## config.mk

```make
export PLATFORM = sky130hd
export DESIGN_NAME = operand_mem
export DESIGN_NICKNAME = d
export VERILOG_FILES = /design/src/design/matmul_types_pkg.sv /design/src/design/operand_mem.sv
export SDC_FILE = /design/constraint.sdc
export NUM_CORES = 1
export LEC_CHECK = 0
export ABC_CLOCK_PERIOD_IN_PS = 5180
export BUFFER_PORTS_ARGS = -buffer_cell sky130_fd_sc_hd__buf_4
export CAP_MARGIN = 0
export CORE_MARGIN = 4
export CORE_UTILIZATION = 40
export DETAILED_ROUTE_END_ITERATION = 8
export HOLD_SLACK_MARGIN = 0.1
export PLACE_DENSITY = 0.6
export REMOVE_ABC_BUFFERS = 1
export SKIP_CTS_REPAIR_TIMING = 1
export SLEW_MARGIN = 20
export SYNTH_ARGS = -nofsm -noshare
export SYNTH_HDL_FRONTEND = slang
export SYNTH_SLANG_ARGS = --single-unit
```

## constraint.sdc

```tcl
create_clock -name clk -period 5.18 [get_ports clk]
set_clock_uncertainty 0.1 [all_clocks]
set_input_delay 0.259 -clock clk [delete_from_list [all_inputs] [get_ports clk]]
set_output_delay 0.259 -clock clk [all_outputs]
set_load 0.05 [all_outputs]
```

## src/design/matmul_types_pkg.sv

```systemverilog
package matmul_types_pkg;

  ////////////////////////////////////////////////////////////////////////////
  // datapath sizing
  ////////////////////////////////////////////////////////////////////////////

  // element width, two's complement
  localparam int data_width = 16;

  // lanes per edge, also rows and columns of every matrix
  localparam int mat_size = 4;

  // operands sit at addresses 0 .. mat_size-1
  localparam int addr_width = $clog2(mat_size);

  ////////////////////////////////////////////////////////////////////////////
  // vector types
  ////////////////////////////////////////////////////////////////////////////

  typedef logic [data_width-1:0] elem_t;
  typedef logic [addr_width-1:0] addr_t;

  // one row or column, lane 0 in the low bits
  typedef elem_t [mat_size-1:0] lane_vec_t;

endpackage
```

## src/design/operand_mem.sv

```systemverilog
`timescale 1ns/100ps

module operand_mem
  import matmul_types_pkg::*;
(
  input  logic      clk,
  input  logic      reset,
  input  logic      we,
  input  addr_t     wr_addr,
  input  lane_vec_t wr_data,
  input  addr_t     rd_addr,
  output lane_vec_t rd_data
);

  lane_vec_t mem [mat_size];

  // host side
  always_ff @(posedge clk) begin
    if (we) begin
      mem[wr_addr] <= wr_data;
    end
  end

  // registered read, a colliding write shows up one cycle later
  always_ff @(posedge clk) begin
    if (reset) begin
      rd_data <= '0;
    end else begin
      rd_data <= mem[rd_addr];
    end
  end

endmodule

```

# == Word level (Yosys, flattened, before mapping) ==
# Memories as Yosys holds them, arrays and structs flattened. A register that Yosys moved wholly into a read port is not among the register bits.
# Index checks and enable logic that the tools add are counted.
# op_classes
n_mux,2
# op_table
operator,count
1-bit 2-to-1 mux,2
# totals
output_inout_bits,64
elab_cells,3
inputBits,71
ramBits,256
ff_bits,0
mem_count,1
# memory_table
memory,depth,word_bits,read_ports,rd_clocked_by_memory_dff,write_ports,line_no,text
mem,4,64,1,1,1,operand_mem.sv:15,lane_vec_t mem [mat_size];

# == Depth between registers and ports, before layout ==
# depth
ltp_word,2
mapped_depth,4
ltp_nobuf,2

# == Worst setup path after synthesis ==
# Ideal clock, no wire load.
# synth_path
path_kind,input-to-reg
from,input port wr_addr[1]
to,memory mem[0][0] (netlist bit) (enable)
setup_time_ns,0.579
t_required_ns,4.501
n_path_buf,0
stages,1
t_arrival_ns,4.961
slack_ns,-0.460
path_cell_list,nor3b_1
# synth_lines
item,line_no,text
from (decl),operand_mem.sv:9,"input addr_t wr_addr,"
to (decl),operand_mem.sv:15,
# No word-level cell before the write port.

# == Worst setup path in the final report ==
# layout_path
from,input port wr_addr[0]
to,memory mem[2][25] (netlist bit) (enable)
# No word-level cell before the write port.

==> reports/metrics.cfg <==
[detailed_routing]
antenna_left = 0
vias = 5569
drc = 0
wire_per_inst_um = 18.8
drtIter0Drc = 360
via_per_inst = 4.93
drt_wl_total_mm = 21.3
first_pass_iters = 6

[floorplanning]
rows = 60
core_area_sq_mm = 0.0270
start_util_pct = 40.7
die_w_um = 174
dieArea_sq_mm = 0.0302
pin_count = 135
die_h_um = 174

[finish]
stdcell_count = 1130
final_common_cell = edfxtp_1
layout-drive-gt1-share_pct = 25.1
layout_common_cells = edfxtp_1, buf_4, mux2i_1
postLayoutCoreUtil_pct = 52.0
final_nets = 833
fillers = 2171
syn2layout_area_growth_pct = 27.6

[critical_path]
arrival_ps = 2120
r2r-end = rd_data[51]
end_kind = flip-flop
reg2reg_setup_slack_ps = 4260
crit_family = buffers and inverters
crit_top_cell = buf_4
r2r-start = mem[0][51]
critPathLaunchType = input pin
critPathMaxFanout = 32
critical_path_required_ps = 5210
crit_buf_inv = 4
cp.depth = 5
rr_worst_depth = 2
critPathMaxStageDelay_ps = 540
slowest_stage = dlygate4sd3_1
crit_chain = dlygate4sd3_1, buf_4, nor2_4, buf_16, buf_4
crit_type = in2reg

[synthesis]
synth_cell_types = 17
netlist.area_leader.share_pct = 69.9
yosysTopAreaCell = edfxtp_1
yosys_warnings = 0
yosys-top-cells-area = edfxtp_1, dfxtp_1, mux2i_1, o22ai_1, buf_12
syn_area_per_cell_sq_um = 20.1
syn_area_sq_mm = 0.0110
synth_seq_cells = 320
syn_inst = 547
synth-seq-area-share_pct = 81.5

[power]
irDropWorstVdd_uv = 281
power.switching_mw = 1.26
power_frac_seq_pct = 50.8
pwr-share-comb_pct = 8.4
p_sw_share_pct = 21.7
pwr-share-clk_pct = 40.8
leakagePower_nw = 5.30
power_density_mw_per_mm2 = 415
p_int_mw = 4.57

[clock_network]
cts_tree = done
clk_pin_slew_worst_paths_ps = 60
cts_max_level = 2
clk_path_buf_depth = 3
cts_made_buffers = 34
clk-insertion-delay-late_ps = 500
clock-sinks = 320
cts_root_buf = clkbuf_16

[sta]
rsz0062_at_grt = false
drv_slew = 0
fin_setup_tns_ps = 0
hold_viol = 0
fin_crit_sh_pct = 40.3
worstMarginPinSlew_ps = 985
fmaxAchievable_mhz = 479
setup_viol = 0
relSlewSlack_pct = 34.3
min_period_ps = 2090

[global_routing]
grt_pass1_vias = 5734
grt_usage_pct = 13.6
grt_max_degree = 65
grt_pass1_wl_mm = 31.9
antenna_found_initial = 1
grt_overflow_total = 0

[flow_run]
cap_violations = 0

[placement]
portBuffers = 134
place_congestion = 0.675
place_inst = 1000
hpwl_mm = 11.4

[min_path]
hold_path.class = in2reg
hp-start = wr_addr[1]
holdPathEnd = mem[2][12]
whs_path_depth = 3

[status]
status = finished, final reports clean

==> power groups by stage <==
stage | clock (mW) | combinational (mW) | sequential, mW
floorplan | 0 | 0.114 | 3.15
global placement | 0 | 0.441 | 3.01
detailed placement | 0 | 0.450 | 3.02
CTS | 2.44 | 0.452 | 2.96
global route | 2.56 | 0.521 | 2.97
finish | 2.38 | 0.488 | 2.96
==> worst max path at each step <==
stage / startpoint / end / slack (ps)
after floorplan: wr_addr[1] / mem[0][0] / -460
after global placement: wr_addr[1] / mem[2][3] / 2750
after detailed placement: wr_addr[1] / mem[2][3] / 2750
after CTS: wr_addr[1] / mem[2][25] / 3270
after global routing: wr_addr[0] / mem[2][25] / 2980
final: wr_addr[0] / mem[2][25] / 3090
==> metal layers <==
layer	wire length (um)	up-vias	part of all wire, %	GRT usage, %
met5	0	-	0	0
met4	424	0	2.0	4.39
met3	1150	37	5.4	3.86
met2	10400	151	49	22.9
met1	9250	2773	44	17.1
li1	-	2608	-	-
==> through the flow <==
step           setup slack (ps)  power, mW  area, sq um  hold slack, ps
2_1_floorplan              -460       3.26        10700             258
3_3_place_gp               2750       3.45        12200             358
3_5_place_dp               2750       3.47        12200             362
4_1_cts                    3270       5.86        13300            -171
5_1_grt                    2980       6.05        14000             196
6_report                   3090       5.83        14000             190
==> flip-flops by register name, summed over array words and instances, names as in the netlist <==
name / count
mem: 256
rd_data: 64
==> cells in the mapped netlist <==
| cell | number |
|---|---|
| nand2_1 | 1 |
| buf_12 | 8 |
| dfxtp_1 | 64 |
| clkbuf_1 | 6 |
| nand2b_1 | 1 |
| buf_4 | 1 |
| and3_1 | 1 |
| o22ai_1 | 64 |
| nor3b_1 | 1 |
| and3b_1 | 1 |
| edfxtp_1 | 256 |
| buf_6 | 1 |
| mux2i_1 | 128 |
| buf_8 | 5 |
| nor2_1 | 1 |
| or2_1 | 1 |
| buf_2 | 7 |
==> worst min-delay path, delay by kind of cell <==
| kind | cells | cell delay, ps |
|---|---|---|
| simple gates | 2 | 210 |
| buf+inv | 1 | 130 |
==> cell families after synthesis <==
group	share of synthesized area (%)
mux	11.6
buf+inv	2.83
compound gates	3.64
simple gates	0.387
flops	81.5
==> final cells by class <==
| cell class | instances | area, sq um | area share, % |
|---|---|---|---|
| Tap cell | 341 | 427 | 3.04 |
| Sequential cell | 320 | 8970 | 63.9 |
| Antenna cell | 1 | 2.50 | 0.0178 |
| Multi-Input combinational cell | 199 | 1760 | 12.5 |
| Timing Repair Buffer | 207 | 1760 | 12.5 |
| Clock buffer | 49 | 1010 | 7.20 |
| Clock inverter | 13 | 116 | 0.829 |
Note: power is estimated with default switching activity, not from simulation.
