<file path="config.mk">
export PLATFORM = sky130hd
export DESIGN_NAME = matmul_sequencer
export DESIGN_NICKNAME = d
export VERILOG_FILES = /design/src/design/matmul_types_pkg.sv /design/src/design/matmul_ctrl_pkg.sv /design/src/design/matmul_sequencer.sv
export SDC_FILE = /design/constraint.sdc
export NUM_CORES = 1
export LEC_CHECK = 0
export ABC_AREA = 1
export CAP_MARGIN = 10
export CORE_AREA = 2 2 39 41
export DETAILED_ROUTE_END_ITERATION = 8
export DIE_AREA = 0 0 41 43
export DONT_BUFFER_PORTS = 1
export PLACE_DENSITY = 0.5
export SYNTH_ARGS = -nofsm -noshare
export SYNTH_HDL_FRONTEND = slang
export SYNTH_SLANG_ARGS = --single-unit
</file>
<file path="constraint.sdc">
create_clock -name clk -period 1.2 [get_ports clk]
set_input_delay 0.06 -clock clk [delete_from_list [all_inputs] [get_ports clk]]
set_output_delay 0.06 -clock clk [all_outputs]
set_load 0.05 [all_outputs]
</file>
<file path="src/design/matmul_types_pkg.sv">
package matmul_types_pkg;

  ////////////////////////////////////////////////////////////////////////////
  // datapath sizing
  ////////////////////////////////////////////////////////////////////////////

  // element width, two's complement
  localparam int data_width = 16;

  // lanes per edge, also rows and columns of every matrix
  localparam int mat_size = 4;

  // operands sit at addresses 0 .. mat_size-1
  localparam int addr_width = $clog2(mat_size);

  ////////////////////////////////////////////////////////////////////////////
  // vector types
  ////////////////////////////////////////////////////////////////////////////

  typedef logic [data_width-1:0] elem_t;
  typedef logic [addr_width-1:0] addr_t;

  // one row or column, lane 0 in the low bits
  typedef elem_t [mat_size-1:0] lane_vec_t;

endpackage
</file>
<file path="src/design/matmul_ctrl_pkg.sv">
package matmul_ctrl_pkg;

  import matmul_types_pkg::*;

  // host write, A takes a column per address and B a row per address
  typedef struct packed {
    logic      we_a;
    logic      we_b;
    addr_t     addr;
    lane_vec_t data;
  } mem_write_t;

  // one row of C, strobed
  typedef struct packed {
    logic      valid;
    lane_vec_t data;
  } result_row_t;

  typedef enum logic [1:0] {
    seq_idle,
    seq_feed,
    seq_drain,
    seq_emit
  } seq_state_t;

  // skew plus grid traversal, then memory and MAC latency
  localparam int drain_cycles = 2 * (mat_size - 1) + 2;

endpackage

</file>
<file path="src/design/matmul_sequencer.sv">
`timescale 1ns/100ps

module matmul_sequencer
  import matmul_types_pkg::*;
  import matmul_ctrl_pkg::*;
(
  input  logic  clk,
  input  logic  reset,
  input  logic  start,
  output addr_t rd_addr,
  output logic  feed,
  output logic  clear,
  output logic  capture,
  output logic  shift,
  output logic  row_valid,
  output logic  busy,
  output logic  done
);

  // wide enough for the longest phase, the drain
  localparam int cnt_width = $clog2(drain_cycles);

  seq_state_t           state;
  logic [cnt_width-1:0] cnt;
  logic                 last_feed;
  logic                 last_drain;
  logic                 last_row;

  assign last_feed  = (cnt == cnt_width'(mat_size - 1));
  assign last_drain = (cnt == cnt_width'(drain_cycles - 1));
  assign last_row   = (cnt == cnt_width'(mat_size - 1));

  ////////////////////////////////////////////////////////////////////////////
  // phase FSM
  ////////////////////////////////////////////////////////////////////////////

  always_ff @(posedge clk) begin
    if (reset) begin
      state <= seq_idle;
      cnt   <= '0;
      clear <= 1'b0;
      done  <= 1'b0;
    end else begin
      clear <= 1'b0;
      done  <= 1'b0;
      case (state)
        seq_idle: begin
          if (start) begin
            state <= seq_feed;
            cnt   <= '0;
            clear <= 1'b1;
          end
        end
        seq_feed: begin
          if (last_feed) begin
            state <= seq_drain;
            cnt   <= '0;
          end else begin
            cnt <= cnt + 1'b1;
          end
        end
        seq_drain: begin
          if (last_drain) begin
            state <= seq_emit;
            cnt   <= '0;
          end else begin
            cnt <= cnt + 1'b1;
          end
        end
        seq_emit: begin
          if (last_row) begin
            state <= seq_idle;
            cnt   <= '0;
            done  <= 1'b1;
          end else begin
            cnt <= cnt + 1'b1;
          end
        end
        default: state <= seq_idle;
      endcase
    end
  end

  // address k during the k-th feed cycle
  assign rd_addr   = addr_t'(cnt);
  assign feed      = (state == seq_feed);
  assign busy      = (state != seq_idle);
  assign row_valid = (state == seq_emit);

  // last accumulator settles in the final drain cycle
  assign capture = (state == seq_drain) && last_drain;
  // move the next row to the head, none after the last one
  assign shift   = (state == seq_emit) && !last_row;

  a_valid_done_excl: assert property (
    @(posedge clk) disable iff (reset) !(row_valid && done)
  );

  a_state_legal: assert property (
    @(posedge clk) disable iff (reset)
      state inside {seq_idle, seq_feed, seq_drain, seq_emit}
  );

endmodule

</file>
Word-level counts from Yosys, hierarchy flattened
Index checks and enable logic that the tools add are counted.

word-level totals
  bits of input ports = 3
  output and inout port bits = 9
  word-level logic and storage cells = 36
  register bits = 7

cells by class
  $add $sub $neg = 1
  bitwise logic cells = 2
  reduce and logical (&&, ||, !) cells = 9
  mux-type cells = 11
  eq/ne operators = 9

operator list
  kind                                                             number
  3-bit 2-to-1 mux                                                 3
  3-bit case mux with 3 select lines                               1
  2-bit 2-to-1 mux                                                 4
  2-bit case mux with 4 select lines                               1
  2-bit OR reduction                                               3
  2-bit == test, second input constant                             2
  2-bit by 1-bit != test with 1-bit output, second input constant  2
  2-bit != test, second input constant                             2
  4-bit AND reduction                                              1
  3-bit by 1-bit adder with 3-bit output, second input constant    1
  3-bit by 2-bit == test with 1-bit output, second input constant  1
  3-bit == test, second input constant                             1
  2-bit by 1-bit == test with 1-bit output, second input constant  1
  1-bit logical AND                                                2
  2-bit logical NOT                                                1
  1-bit 2-to-1 mux                                                 2
  1-bit NOT                                                        2
  2-bit nonzero test                                               1
  1-bit logical NOT                                                1

Longest topological paths before layout
  depth after elaboration = 3
  gate-level depth with buffers = 9
  gate-level depth less buffers = 9

Worst setup path before layout
No wires, ideal clock.

  path type = reg2out
  from = register state[0]
  to = output capture
  required time = 1.140 ns
  path buffers = 0
  path slack = -0.223 ns
  data arrival time = 1.363 ns
  cell stages (with the launch flop) = 5
  cell sequence = dfxtp_1 inv_1 ha_1 inv_1 nor2_1

between the ends
  word-level cells in the longest chain between the ends = 2

RTL lines
  what                    line                    source
  start, declared         matmul_sequencer.sv:23  seq_state_t state;
  start signal, assigned  matmul_sequencer.sv:39  state <= seq_idle;
  start signal, assigned  matmul_sequencer.sv:49  state <= seq_feed;
  start signal, assigned  matmul_sequencer.sv:56  state <= seq_drain;
  2-bit == test           matmul_sequencer.sv:91  assign capture = (state == seq_drain) && last_drain;
  1-bit logical AND       matmul_sequencer.sv:91
  end, declared           matmul_sequencer.sv:13  output logic capture,

Every way passes these cells.

Worst setup path after layout
  from = register state[1]
  to = output shift

between the ends
  word-level cells in the longest chain between the ends = 2

RTL lines
  what               line                    source
  2-bit == test      matmul_sequencer.sv:93  assign shift = (state == seq_emit) && !last_row;
  1-bit logical AND  matmul_sequencer.sv:93
  end, declared      matmul_sequencer.sv:14  output logic shift,

Every way passes these cells.

==> flow_summary.toml <==
[outcome]
status = "complete, but fails checks"
violations = "negative setup slack"

[sta]
max_freq_mhz = 823
drv_slew = 0
hold_viol_final = 0
maxSlewHeadroom_pct = 68.1
setup_slack_ns = -0.0148
setup_viol = 1
worstMarginPinSlew_ns = 0.478
skew_ns = 0.00154
period_share_pct = 101
fin_crit_ns = 1.21
finalSetupTns_ns = -0.0148
rsz0062_at_grt = "true"

[finish]
diodes = 0
drive_gt1_share_pct = 56.8
final_net_count = 100
fin_cells = 104
syn2layout_area_growth_pct = 69.4
final_util_pct = 60.0

[clock_tree]
clockBufferDepth = 2
htreeDepth = 1
root_buffer = "clkbuf_4"
cts_tree = "yes"
clock_latency_ns = 0.25
cts_sinks = 7
numCtsBuffers = 3
clkSlewWorstSetupHoldPaths_ns = 0.05

[power]
p_total_w = 0.00186
leakagePower_nw = 0.372
pwr_density_cell_mw_per_mm2 = 2240
irDropWorstVdd_v = 0.00114

[place]
dp_hpwl_um = 775
place_congestion = 0.763
dp_cells = 91
port_buffers = 0

[floorplan]
core_area_mm2 = 0.00138
die_area_mm2 = 0.00176
start_util_pct = 35.4
die_width_um = 41
io_pins = 12
rows = 14
die_h_um = 43

[global_route]
antenna_found_initial = 0
grt_max_degree = 5
grt_usage_pct = 16.4
grt.overflow.total = 0
grt_pass1_wl_um = 1890
grt_pass1_vias = 475

[drt]
vias_per_cell = 4.41
vias = 459
drt-pass1-iter-count = 3
wire_per_inst_um = 11.4
ant_nets = 0
remaining_drc_errors = 0
drtIter0Drc = 3
routed_wl_um = 1180

[synthesis]
ys_seq_area_share_pct = 28.6
netlist_area_um2 = 490
avgSynthCellArea_um2 = 7.32
synth.distinct_cells = 16
yosysWarnings = 0
ys_ff_latch = 7
synth_nets = 78
synthCells = 67

[critical_path]
crit_type = "register to primary output"
start_kind = "register"
crit_path_end_kind = "primary output"
cp_max_fo = 4
required_ns = 1.14
rrSetupSlack_ns = 0
path_cells = "buf_6, ha_4, nand2_4, inv_4, buf_12"
crit_path_max_incr_delay_ns = 0.36
crit_arrival_ns = 1.15
slowest_stage = "dfxtp_4"
reg2reg_depth = 9

[job]
drv_cap = 0

[hold_path]
whs_path_depth = 3
hp-class = "input port to register"
==> through the flow <==
| stage | hold WS (ns) | setup slack, ns | instance area [µm²] |
|---|---|---|---|
| floorplan | 0.129 | 0.0150 | 548 |
| global placement | 0.132 | -0.00664 | 653 |
| detailed placement | 0.133 | -0.0328 | 653 |
| CTS | 0.0394 | -0.0226 | 783 |
| global route | 0.0732 | -0.0779 | 831 |
| finish | 0.0592 | -0.0148 | 831 |
==> final cells by class <==
cell class,instances,area [µm²]
repair buffers,19,184
fillers,130,553
clock buffers,4,26.3
well taps,16,20.0
flip-flops and latches,7,154
inverters,13,63.8
multi-input cells,45,383
==> where the power goes <==
group	switching [W]	internal (W)	total [W]	leakage, nW
logic	0.000699	0.000528	0.00123	0.297
registers	0.000106	0.000313	0.000419	0.0602
clock network	0.0000878	0.000127	0.000215	0.0150
==> cells by family after synthesis <==
group           Yosys count  share of synthesized area [%]
flops                     7                           28.6
buf+inv                  15                           13.0
compound gates            7                           7.14
fa+ha+maj                 8                           20.4
simple gates             30                           30.9
==> metal layers <==
layer / track usage, % / share of wire (%) / vias to the layer above
li1: - / - / 245
met1: 15.9 / 37 / 200
met2: 26.9 / 57 / 10
met3: 9.42 / 4.7 / 4
met4: 6.67 / 1.5 / 0
met5: 0 / 0 / -
==> path summary, 6_finish.rpt <==
kind | from | endpoint
worst min register to register | cnt[2] | cnt[2]
worst max register to register | state[0] | state[0]
worst max-delay path | state[1] | shift
worst min-delay path | start | cnt[0]
==> registers in the layout, indices dropped and copies added, names as in the netlist <==
| signal | flops |
|---|---|
| clear | 1 |
| cnt | 3 |
| done | 1 |
| state | 2 |
==> timing repair <==
| item | in CTS | in global routing |
|---|---|---|
| endpoints found under the hold margin | 6 | 0 |
| setup buffers | 4 | 3 |
| resized for setup | 15 | 9 |
| hold buffers | 2 | 0 |
| endpoints found under the setup margin | 5 | 6 |
| pin swaps | 5 | 4 |
==> cell usage after synthesis <==
master / count / area, µm²
nor2_1: 9 / 33.8
o21ai_1: 1 / 5.00
inv_1: 10 / 37.5
inv_2: 3 / 11.3
nand3_1: 2 / 10.0
nand2_1: 12 / 45.0
nor2_2: 1 / 6.26
dfxtp_1: 7 / 140
nand2_2: 2 / 12.5
a21oi_1: 4 / 20.0
nand2_4: 2 / 22.5
ha_1: 8 / 100
nand3_2: 1 / 10.0
nor2_4: 1 / 11.3
o21ai_0: 2 / 10.0
buf_4: 2 / 15.0
==> cell usage in the layout (no fill, tap or decap), drive strengths merged <==
master and instances:
buf 17, nor2 11, inv 13, ha 8
nand2 16, dfxtp 7, nand3 3, dlygate4sd3 2
clkbuf 4, o21ai 3, a21oi 4
==> critical path: cells and delay by family, from the launching register on <==
kind | cells | cell delay (ns)
adders and majority gates | 1 | 0.17
DFF | 1 | 0.36
buffers and inverters | 3 | 0.29
and+or+nand+nor | 1 | 0.08
(Power assumes the default switching activity.)
