**src/design/matmul_types_pkg.sv**
```systemverilog
package matmul_types_pkg;

  ////////////////////////////////////////////////////////////////////////////
  // datapath sizing
  ////////////////////////////////////////////////////////////////////////////

  // element width, two's complement
  localparam int data_width = 16;

  // lanes per edge, also rows and columns of every matrix
  localparam int mat_size = 4;

  // operands sit at addresses 0 .. mat_size-1
  localparam int addr_width = $clog2(mat_size);

  ////////////////////////////////////////////////////////////////////////////
  // vector types
  ////////////////////////////////////////////////////////////////////////////

  typedef logic [data_width-1:0] elem_t;
  typedef logic [addr_width-1:0] addr_t;

  // one row or column, lane 0 in the low bits
  typedef elem_t [mat_size-1:0] lane_vec_t;

endpackage
```
**src/design/operand_skew.sv**
```systemverilog
`timescale 1ns/100ps

module operand_skew
  import matmul_types_pkg::*;
(
  input  logic      clk,
  input  logic      reset,
  input  logic      clear,
  input  logic      feed,
  input  lane_vec_t lanes_in,
  output lane_vec_t lanes_out
);

  logic      feed_d;
  lane_vec_t masked;

  // feed is issued with the address, data comes a cycle later
  always_ff @(posedge clk) begin
    if (reset) begin
      feed_d <= 1'b0;
    end else begin
      feed_d <= feed;
    end
  end

  // stale memory output must not reach the grid
  assign masked = feed_d ? lanes_in : '0;

  for (genvar i = 0; i < mat_size; i++) begin : g_lane
    if (i == 0) begin : g_direct
      assign lanes_out[i] = masked[i];
    end else begin : g_delay
      elem_t pipe [i];

      always_ff @(posedge clk) begin
        if (reset || clear) begin
          for (int s = 0; s < i; s++) begin
            pipe[s] <= '0;
          end
        end else begin
          pipe[0] <= masked[i];
          for (int s = 1; s < i; s++) begin
            pipe[s] <= pipe[s-1];
          end
        end
      end

      assign lanes_out[i] = pipe[i-1];
    end
  end

endmodule

```
**config.mk**
```make
export PLATFORM = sky130hd
export DESIGN_NAME = operand_skew
export DESIGN_NICKNAME = d
export VERILOG_FILES = /design/src/design/matmul_types_pkg.sv /design/src/design/operand_skew.sv
export SDC_FILE = /design/constraint.sdc
export NUM_CORES = 1
export LEC_CHECK = 0
export BUFFER_PORTS_ARGS = -buffer_cell sky130_fd_sc_hd__buf_4
export CORE_MARGIN = 2
export CORE_UTILIZATION = 49
export CTS_CLUSTER_SIZE = 25
export DETAILED_ROUTE_END_ITERATION = 10
export HOLD_SLACK_MARGIN = 0.1
export PLACE_DENSITY_LB_ADDON = 0.12
export SLEW_MARGIN = 40
export SYNTH_ARGS = -nofsm -noshare
export SYNTH_HDL_FRONTEND = slang
export SYNTH_SLANG_ARGS = --single-unit
```
**constraint.sdc**
```tcl
create_clock -name clk -period 1.6 [get_ports clk]
set_clock_uncertainty 0.2 [all_clocks]
set_input_delay 0.08 -clock clk [delete_from_list [all_inputs] [get_ports clk]]
set_output_delay 0.08 -clock clk [all_outputs]
set_load 0.01 [all_outputs]
```
# ---- After elaboration in Yosys (flattened, before gate mapping)
# Memory sizes are Yosys's and may differ from the RTL's.
# Index checks and enable logic that the tools add are counted.
dict set report totals {
  register_bits 1
  ramBits 96
  in_bits 68
  output_inout_bits 64
  wordCells 22
  memories 3
}
dict set report op_classes {
  mux 11
  n_bitwise 5
  n_reduce_logical 2
}
# memory depth width read_ports rd_clocked_by_memory_dff wr line
set mem_list {}
lappend mem_list {{g_lane[3].g_delay.pipe} 3 16 3 0 3 operand_skew.sv:33} ;# elem_t pipe [i];
lappend mem_list {{g_lane[2].g_delay.pipe} 2 16 2 0 2 operand_skew.sv:33}
lappend mem_list {{g_lane[1].g_delay.pipe} 1 16 1 0 1 operand_skew.sv:33}
# operator n
set op_table {}
lappend op_table {{two-way mux 16 bit} 6}
lappend op_table {{two-way mux 64 bit} 1}
lappend op_table {{OR reduction 16 bit} 1}
lappend op_table {{OR 1 bit} 5}
lappend op_table {{two-way mux 1 bit} 4}
lappend op_table {{logical OR 1 bit} 1}

# ---- Depth between registers and ports, before layout
# Gate-level depths: netlist of run 1.
dict set report depth {
  word_depth 4
  depth_mapped 4
  mapped_depth_nobuf 1
}

# ---- Least setup slack after synthesis of run 1
# OpenSTA, ideal clock, no wires.
dict set report synth_timing {
  path_type {register to register}
  from {reg feed_d}
  to {mem g_lane[1].g_delay.pipe[0][0] (netlist name)}
  setup_time_ns 0.117
  t_arrival_ns 0.772
  required_ns 1.283
  path_slack_ns 0.511
  path_stages_with_launch 4
  path_buffers 2
  synth_period_minus_slack_ns 1.089
  path_cell_list {dfxtp_1 -> buf_4 -> buf_2 -> and4bb_2}
}
dict set report synth_via {
  elab_chain_cells 2
}
# item line
set synth_lines {}
lappend synth_lines {{from (decl)} operand_skew.sv:14} ;# logic feed_d;
lappend synth_lines {{from (signal assigned)} operand_skew.sv:20} ;# feed_d <= 1'b0;
lappend synth_lines {{from (signal assigned)} operand_skew.sv:22} ;# feed_d <= feed;
lappend synth_lines {{two-way mux 64 bit} operand_skew.sv:27} ;# assign masked = feed_d ? lanes_in : '0;
lappend synth_lines {{two-way mux 16 bit (no line)} -}
lappend synth_lines {{to (decl)} operand_skew.sv:33}
# No other way between the ends.

==> reports/metrics.csv, run 1 <==
metric,value,unit
grt_max_degree,34,
clock_sinks,97,
grt_pass1_vias,2647,
startpoint_type,primary input,
num_vias,2593,
finalSetupViolCount,0,
diodes,0,
row_count,31,
cts_max_level,3,
worst-path-max-fanout,20,
die_w,90.2,µm
endpoint,g_lane[3].g_delay.pipe[0][5],
path_depth,4,
wirelength,7880,µm
worstMarginPinSlew,0.691,ns
critPathArrivalTime,1.52,ns
cts-buffers-inserted,9,
synth.avg_cell_area,13.5,µm²
place_ws,0.298,ns
io_pins,132,
syn_to_final_growth,49.8,%
hold_viol,0,
hold_path_class,primary input to flip-flop,
max_freq,660,MHz
antenna_found_initial,0,
drc,0,
yosysSeqAreaShare,53.3,%
rsz0062_at_grt,false,
r2r-start,feed_d,
gr-total-overflow,0,
tns,0,ns
p_leak,2.35,nW
drt_first_pass_iters,4,
die_area,8140,µm²
multi_input_area,1230,µm²
cts_buffer_depth,2,
grt_usage,19.4,%
start_util,50.5,%
root_buffer,clkbuf_8,
critical_path_class,primary input to flip-flop,
pwr_density_cell,827,nW/µm²
clk_pin_slew,0.09,ns
dpl.hpwl,4290,µm
startpoint,reset,
synth_nets,338,
r2r_end,g_lane[3].g_delay.pipe[0][0],
netlist_instances,270,
period_share,94.7,%
core,7210,µm²
relSlewSlack,54.0,%
io_buffers,131,
cts_tree,yes,
die_h,90.2,µm
r2r_cells,2,
total_power,4.51,mW
r2r_slack,0.13,ns
drive_gt1_share,51.1,%
ant_nets,0,
yosysUniqueCellTypes,13,
n_fill_cell,503,
critical-path-max-stage-delay,0.97,ns
drt_iter0_drc,34,
drv_slew,0,
synthesis.area,3640,µm²
slowest_stage,dlygate4sd3_1,
fin_crit,1.52,ns
path_cells,buf_4 -> buf_12 -> dlygate4sd3_1 -> nor4bb_1,
critPathTopFamily,buffers and inverters,
avgViaCountPerCell,4.72,
holdWs,0.0394,ns
outcome,"complete, no violations",
crit_required,1.61,ns
grt_first_pass_wirelength,12500,µm
worst_slack,0.0842,ns
ir_drop,0.419,mV
crit_buf_inv,3,
cp-end-kind,flip-flop,
gp_congestion,0.729,
cap_violations,0,
routedWlPerCell,14.4,µm
layout.nets,513,
ff_latch_area,1950,µm²
insertion_delay,0.35,ns
ys_ff_latch,97,
ys_warn_count,0,
fin_util,75.7,%
==> worst min path at each step <==
stage / from / endpoint / slack [ns] / depth (start not counted)
floorplan: feed / feed_d / 0.008 / 1
CTS: clear / g_lane[2].g_delay.pipe[0][24] / 0.02 / 3
detailed placement: feed / feed_d / 0.10 / 2
finish: clear / g_lane[2].g_delay.pipe[0][25] / 0.04 / 3
global route: clear / g_lane[2].g_delay.pipe[0][23] / 0.04 / 3
global placement: feed / feed_d / 0.09 / 2
==> worst min-delay path: cells and delay by family <==
family / cells / cell delay, ns
buffers and inverters: 2 / 0.39
AND/OR/NAND/NOR: 1 / 0.06
==> metrics by stage <==
step	std cells	instance area (µm²)
finish	549	5460
global placement	450	4430
global route	549	5460
floorplan	270	3640
CTS	543	5400
detailed placement	450	4430
==> cell families (layout without fill, tap and decap cells) <==
family | after synthesis | after routing | synth area share (%)
flops | 97 | 97 | 53.3
buf+inv | 60 | 240 | 12.9
simple gates | 113 | 113 | 33.8
==> power breakdown <==
| group | internal (mW) | total, mW | switching, mW |
|---|---|---|---|
| Sequential | 2.44 | 2.45 | 0.00802 |
| Clock | 0.726 | 1.55 | 0.820 |
| Combinational | 0.326 | 0.520 | 0.194 |
==> sequential cells by signal, indices dropped and copies added, names as in the netlist <==
name	cells
feed_d	1
g_lane.g_delay.pipe	96
==> layout by cell type, fill, tap and decap left out <==
cell	instances
and4bb_1	1
dfxtp_1	96
nor3b_2	40
inv_6	1
clkbuf_8	9
buf_4	136
dlygate4sd3_1	81
clkinvlp_4	3
dlymetal6s4s_1	1
and4bb_2	32
buf_12	6
nor3b_1	8
nor4bb_1	15
clkinv_2	1
and2_1	16
clkbuf_1	1
dfxtp_4	1
bufinv_16	1
nor2b_1	1
==> Yosys cell counts (all sizes together) <==
cell | n | area (µm²)
and2 | 16 | 100
buf | 57 | 458
and4bb | 33 | 413
clkbuf | 3 | 13.8
dfxtp | 97 | 1940
nor3b | 48 | 561
nor2b | 1 | 6.26
nor4bb | 15 | 150
==> cell type report <==
type / instances / share of cell area, %
Timing Repair Buffer: 224 / 36.0
Sequential cell: 97 / 35.6
Clock buffer: 10 / 2.34
Multi-Input combinational cell: 113 / 22.5
Tap cell: 99 / 2.27
Clock inverter: 6 / 1.22
==> metal layers <==
layer	global-route usage [%]	up-vias	share of wire (%)
met2	34.5	98	52
met3	4.78	17	6.2
met4	8.33	0	2.0
met5	0	-	0
li1	-	1255	-
met1	22.2	1223	40
==> repair_timing <==
| item | in CTS | in global routing |
|---|---|---|
| hold buffers | 77 | 7 |
| endpoints found under the setup margin | 16 | 37 |
| buffers inserted | 0 | 1 |
| pin swaps | 0 | 0 |
| resized for setup | 1 | 1 |
| hold endpoints to repair | 64 | 35 |
Power figures use the tool's default switching activity.
==> run 2: changes to the inputs <==
--- a/config.mk
+++ b/config.mk
@@ -6,7 +6,7 @@
 export NUM_CORES = 1
 export LEC_CHECK = 0
 export BUFFER_PORTS_ARGS = -buffer_cell sky130_fd_sc_hd__buf_4
-export CORE_MARGIN = 2
+export CORE_MARGIN = 3
 export CORE_UTILIZATION = 49
 export CTS_CLUSTER_SIZE = 25
 export DETAILED_ROUTE_END_ITERATION = 10
==> reports/metrics.csv, run 2 (synthesized netlist as in run 1, its figures left out) <==
metric,value,unit,change
outcome,"complete, no violations",,unchanged
die_h,92.2,µm,was 90.2 µm
cp-end-kind,output pin,,was flip-flop
r2r_cells,2,,unchanged
drt_first_pass_iters,4,,unchanged
clk_pin_slew,0.09,ns,about the same
r2r-start,g_lane[3].g_delay.pipe[0][4],,was feed_d
multi_input_area,1230,µm²,unchanged
r2r_end,g_lane[3].g_delay.pipe[0][20],,was g_lane[3].g_delay.pipe[0][0]
io_buffers,131,,unchanged
drt_iter0_drc,64,,was 34
worst_slack,0.0931,ns,was 0.0842 ns
relSlewSlack,52.0,%,was 54.0%
r2r_slack,0.27,ns,was 0.13 ns
clock_sinks,97,,unchanged
wirelength,8500,µm,was 7880 µm
worstMarginPinSlew,0.721,ns,was 0.691 ns
drive_gt1_share,51.0,%,was 51.1%
min_from,clear,,unchanged
antenna_found_initial,0,,unchanged
worst-path-max-fanout,44,,was 20
hold_end,g_lane[2].g_delay.pipe[0][7],,was g_lane[2].g_delay.pipe[0][25]
path_cells,buf_12 -> and2_1 -> buf_4,,was buf_4 -> buf_12 -> dlygate4sd3_1 -> nor4bb_1
n_fill_cell,446,,was 503
cts_max_level,3,,unchanged
largest_reg_flops,96,,unchanged
avgViaCountPerCell,4.73,,was 4.72
syn_to_final_growth,50.8,%,was 49.8%
wl_met3,469,µm,was 487 µm
pwr_density_cell,852,nW/µm²,was 827 nW/µm²
period_share,94.2,%,was 94.7%
routed.top_layer,met4,,unchanged
cts_tree,yes,,unchanged
start_util,52.2,%,was 50.5%
hold_viol,0,,unchanged
drc,0,,unchanged
gr-total-overflow,0,,unchanged
dpl.hpwl,4520,µm,was 4290 µm
grt_first_pass_wirelength,13600,µm,was 12500 µm
die_area,8510,µm²,was 8140 µm²
critPathArrivalTime,1.23,ns,was 1.52 ns
crit_buf_inv,2,,was 3
startpoint_type,flip-flop,,was primary input
grt_max_degree,45,,was 34
io_pins,132,,unchanged
place_ws,0.387,ns,was 0.298 ns
grt_pass1_vias,2821,,was 2647
hold_depth,3,,unchanged
layout_common_cells,"buf_4, dfxtp_1, dlygate4sd3_1",,unchanged
cap_violations,0,,unchanged
die_w,92.2,µm,was 90.2 µm
final_common_cell,buf_4,,unchanged
slowest_stage,dfxtp_1,,was dlygate4sd3_1
root_buffer,clkbuf_8,,unchanged
post-cts-setup-buffers,0,,unchanged
grt_usage,20.4,%,was 19.4%
ir_drop,0.456,mV,was 0.419 mV
critical_path_class,flip-flop to output pin,,was primary input to flip-flop
wl_met1,3470,µm,was 3160 µm
total_power,4.68,mW,was 4.51 mW
routedWlPerCell,15.5,µm,was 14.4 µm
ant_nets,0,,unchanged
cts_buffer_depth,2,,unchanged
cts-buffers-inserted,9,,unchanged
wl_met2,4420,µm,was 4080 µm
row_count,30,,was 31
top_regs,"g_lane.g_delay.pipe x96, feed_d x1",,unchanged
critical-path-max-stage-delay,0.39,ns,was 0.97 ns
insertion_delay,0.34,ns,was 0.35 ns
core,6980,µm²,was 7210 µm²
critPathTopFamily,flip-flops,,was buffers and inverters
gp_congestion,0.732,,was 0.729
layout.nets,517,,was 513
num_vias,2598,,was 2593
fin_crit,1.51,ns,was 1.52 ns
regMostFlops,g_lane.g_delay.pipe,,unchanged
max_freq,664,MHz,was 660 MHz
p_leak,2.38,nW,was 2.35 nW
finalSetupViolCount,0,,unchanged
diodes,0,,unchanged
crit_required,1.32,ns,was 1.61 ns
hold_path_class,primary input to flip-flop,,unchanged
drv_slew,0,,unchanged
ff_latch_area,1940,µm²,was 1950 µm²
==> run 2: cell count changes in the layout (fill, tap and decap cells not counted), sizes merged <==
cell | previous run | this run
dlygate4sd3 | 81 | 83
buf | 142 | 144
clkbuf | 10 | 9
clkinv | 1 | 2
clkinvlp | 3 | 1
bufinv | 1 | 2
==> run 2: worst max-delay path by stage <==
stage / startpoint / end / slack [ns] / cells after the start
2_1_floorplan: feed_d / g_lane[1].g_delay.pipe[0][0] / 0.51 / 3
3_3_place_gp: feed_d / g_lane[3].g_delay.pipe[0][5] / 0.39 / 2
3_5_place_dp: feed_d / g_lane[3].g_delay.pipe[0][5] / 0.39 / 2
4_1_cts: clear / g_lane[2].g_delay.pipe[0][0] / 0.02 / 4
5_1_grt: reset / g_lane[3].g_delay.pipe[0][18] / -0.0005 / 4
6_report: feed_d / lanes_out[3] / 0.09 / 3
==> run 2: power breakdown <==
part           switching (mW)  internal [mW]  leakage, nW  total, mW
combinational           0.199          0.330         1.49      0.529
clock                   0.823          0.883        0.107       1.71
sequential            0.00717           2.44        0.784       2.45
==> run 2: stage by stage <==
stage               hold WS (ns)   TNS (ns)  instances  instance area, µm²  utilization [%]
floorplan                0.00817          0        270                3640                -
global placement           0.112          0        450                4420             63.4
detailed placement         0.114          0        450                4420             63.4
CTS                       0.0232          0        541                5400             77.4
global route               0.119  -0.000475        549                5500             78.7
finish                     0.124          0        549                5500             78.7
==> run 2: cell type report <==
type	instances	area share, %
repair buffers	228	36.2
flip-flops and latches	97	35.3
multi-input cells	113	22.4
clock buffers	9	2.25
well taps	96	2.19
clock inverters	6	1.68
==> run 2: timing repair <==
item | CTS | global route
gates resized for setup | 1 | 3
endpoints found under the setup margin | 13 | 32
hold endpoints to repair | 68 | 30
hold buffers | 76 | 10
==> run 2: layer usage <==
layer	vias up	track usage, %
li1	1257	-
met3	12	4.84
met1	1227	23.7
met4	0	8.04
met5	-	0
met2	102	36.1
==> run 2: worst register-to-register path: cells and delay by family, from the launching register on <==
family	cells	cell delay, ns
buffers and inverters	1	0.58
and+or+nand+nor	1	0.18
DFF	1	0.32
==> run 3: changes to the inputs <==
--- a/config.mk
+++ b/config.mk
@@ -11,7 +11,7 @@
 export CTS_CLUSTER_SIZE = 25
 export DETAILED_ROUTE_END_ITERATION = 10
 export HOLD_SLACK_MARGIN = 0.1
-export PLACE_DENSITY_LB_ADDON = 0.12
+export PLACE_DENSITY = 0.78
 export SLEW_MARGIN = 40
 export SYNTH_ARGS = -nofsm -noshare
 export SYNTH_HDL_FRONTEND = slang
==> reports/metrics.csv, run 3 (synthesized netlist as in run 1, its figures left out) <==
metric,value,unit,change
cap_violations,0,,unchanged
clk_pin_slew,0.09,ns,about the same
cts_max_level,3,,unchanged
cp-end-kind,flip-flop,,was output pin
crit_required,1.64,ns,was 1.32 ns
p_switching,1.01,mW,was 1.03 mW
row_count,30,,unchanged
routedWlPerCell,15.0,µm,was 15.5 µm
ir_drop,0.547,mV,was 0.456 mV
avgViaCountPerCell,4.71,,was 4.73
hold_viol,0,,unchanged
switching_share,22.5,%,was 22.0%
r2r_end,g_lane[2].g_delay.pipe[0][18],,was g_lane[3].g_delay.pipe[0][20]
drive_gt1_share,54.0,%,was 51.0%
comb_power_share,11.2,%,was 11.3%
num_vias,2416,,was 2598
critPathArrivalTime,1.58,ns,was 1.23 ns
rsz0062_at_grt,false,,
io_buffers,131,,unchanged
die_h,92.2,µm,unchanged
ant_nets,0,,unchanged
clkPwrFrac,34.5,%,was 36.4%
slowest_stage,dlygate4sd3_1,,was dfxtp_1
startpoint_type,primary input,,was flip-flop
drv_slew,0,,unchanged
hold_path_class,primary input to flip-flop,,unchanged
wirelength,7700,µm,was 8500 µm
syn_to_final_growth,41.9,%,was 50.8%
largest_reg_flops,96,,unchanged
gr-usage-met2,32.2,%,was 36.1%
relSlewSlack,77.7,%,was 52.0%
die_area,8510,µm²,unchanged
pwr_density_cell,871,nW/µm²,was 852 nW/µm²
grt_first_pass_wirelength,12000,µm,was 13600 µm
top_regs,"g_lane.g_delay.pipe x96, feed_d x1",,unchanged
cts_buffer_depth,2,,unchanged
clock_sinks,97,,unchanged
core,6980,µm²,unchanged
startpoint,clear,,was feed_d
grt_pass1_vias,2501,,was 2821
gr-total-overflow,0,,unchanged
hold_end,g_lane[2].g_delay.pipe[0][23],,was g_lane[2].g_delay.pipe[0][7]
r2r_cells,2,,unchanged
critical-path-max-stage-delay,0.56,ns,was 0.39 ns
path_cells,dlygate4sd3_1 -> buf_4 -> nor3b_2 -> dlygate4sd3_1,,was buf_12 -> and2_1 -> buf_4
cts-buffers-inserted,9,,unchanged
dpl.hpwl,4480,µm,was 4520 µm
diodes,0,,unchanged
p_int,3.49,mW,was 3.65 mW
worst-path-max-fanout,23,,was 44
min_from,reset,,was clear
final_common_cell,buf_4,,unchanged
grt_max_degree,65,,was 45
max_freq,648,MHz,was 664 MHz
critical_path_class,primary input to flip-flop,,was flip-flop to output pin
power_frac_seq,54.3,%,was 52.3%
p_leak,2.17,nW,was 2.38 nW
hold_depth,4,,was 3
met1_usage,20.1,%,was 23.7%
tns,0,ns,unchanged
start_util,52.2,%,unchanged
drt_iter0_drc,41,,was 64
gp_congestion,0.697,,was 0.732
r2r-start,g_lane[2].g_delay.pipe[0][2],,was g_lane[3].g_delay.pipe[0][4]
regMostFlops,g_lane.g_delay.pipe,,unchanged
grt_usage,18.1,%,was 20.4%
finalSetupViolCount,0,,unchanged
total_power,4.50,mW,was 4.68 mW
drc,0,,unchanged
fin_crit,1.54,ns,was 1.51 ns
post-cts-setup-buffers,0,,unchanged
antenna_found_initial,0,,unchanged
outcome,"complete, no violations",,unchanged
holdWs,0.137,ns,was 0.124 ns
cts_tree,yes,,unchanged
die_w,92.2,µm,unchanged
layout_common_cells,"buf_4, dfxtp_1, dlygate4sd3_1",,unchanged
r2r_slack,0.28,ns,was 0.27 ns
insertion_delay,0.35,ns,was 0.34 ns
drt_first_pass_iters,4,,unchanged
layout.nets,480,,was 517
root_buffer,clkbuf_8,,unchanged
met3_usage,5.82,%,was 4.84%
worstMarginPinSlew,0.335,ns,was 0.721 ns
worst_path_most_repeated_cell,dlygate4sd3_1,,
grt_busiest_layer,met2,,unchanged
period_share,96.5,%,was 94.2%
io_pins,132,,unchanged
## run 3: changes by cell type in the layout (fill, tap and decap cells not counted), moves of 2 or more
cell and change:
buf_4 -9, inv_6 +2, clkbuf_1 +2, dlygate4sd3_1 -31, buf_16 +2
## run 3: worst max path at each step
stage,endpoint,slack [ns],depth (start not counted)
after floorplan,g_lane[1].g_delay.pipe[0][0],0.51,3
after global placement,g_lane[3].g_delay.pipe[0][7],0.44,3
after detailed placement,g_lane[3].g_delay.pipe[0][8],0.41,3
after CTS,g_lane[2].g_delay.pipe[0][18],0.02,5
after global routing,lanes_out[9],0.003,3
final,g_lane[2].g_delay.pipe[0][18],0.06,4
## run 3: per-stage QoR
stage | util (%) | instances | area [µm²] | worst slack (ns)
3_5_place_dp | 63.0 | 443 | 4400 | 0.405
3_3_place_gp | 63.0 | 443 | 4400 | 0.436
2_1_floorplan | - | 270 | 3640 | 0.511
4_1_cts | 73.4 | 512 | 5120 | 0.0182
5_1_grt | 74.0 | 513 | 5170 | 0.00336
6_report | 74.0 | 513 | 5170 | 0.0563
## run 3: worst max-delay path, delay by kind of cell
family	cells	cell delay, ns
simple gates	1	0.08
buf+inv	3	1.40
## run 3: layer usage
layer  share of wire (%)  vias up  wire length, µm
met4                 1.6        0              121
met1                  39     1134             3010
met5                   0        -                0
met3                 6.7       10              518
met2                  53       88             4050
li1                    -     1184                -
## run 3: final cells by class
cell class              instances  area, µm²
flip-flops and latches         97       1940
clock buffers                  11        131
repair buffers                191       1680
multi-input cells             113       1230
clock inverters                 5       63.8
well taps                      96        120
fillers                       501       1810
## run 3: power by group through the flow
stage | logic (mW) | registers, mW | clock network (mW)
2_1_floorplan | 0.205 | 2.50 | 0
5_1_grt | 0.538 | 2.45 | 1.70
3_5_place_dp | 0.379 | 2.50 | 0
4_1_cts | 0.483 | 2.45 | 1.60
3_3_place_gp | 0.373 | 2.50 | 0
6_report | 0.504 | 2.45 | 1.56
## run 3: repair_timing
item,in CTS,in global routing
hold buffers,53,0
endpoints found under the setup margin,0,1
endpoints found under the hold margin,97,0
resized for setup,0,4
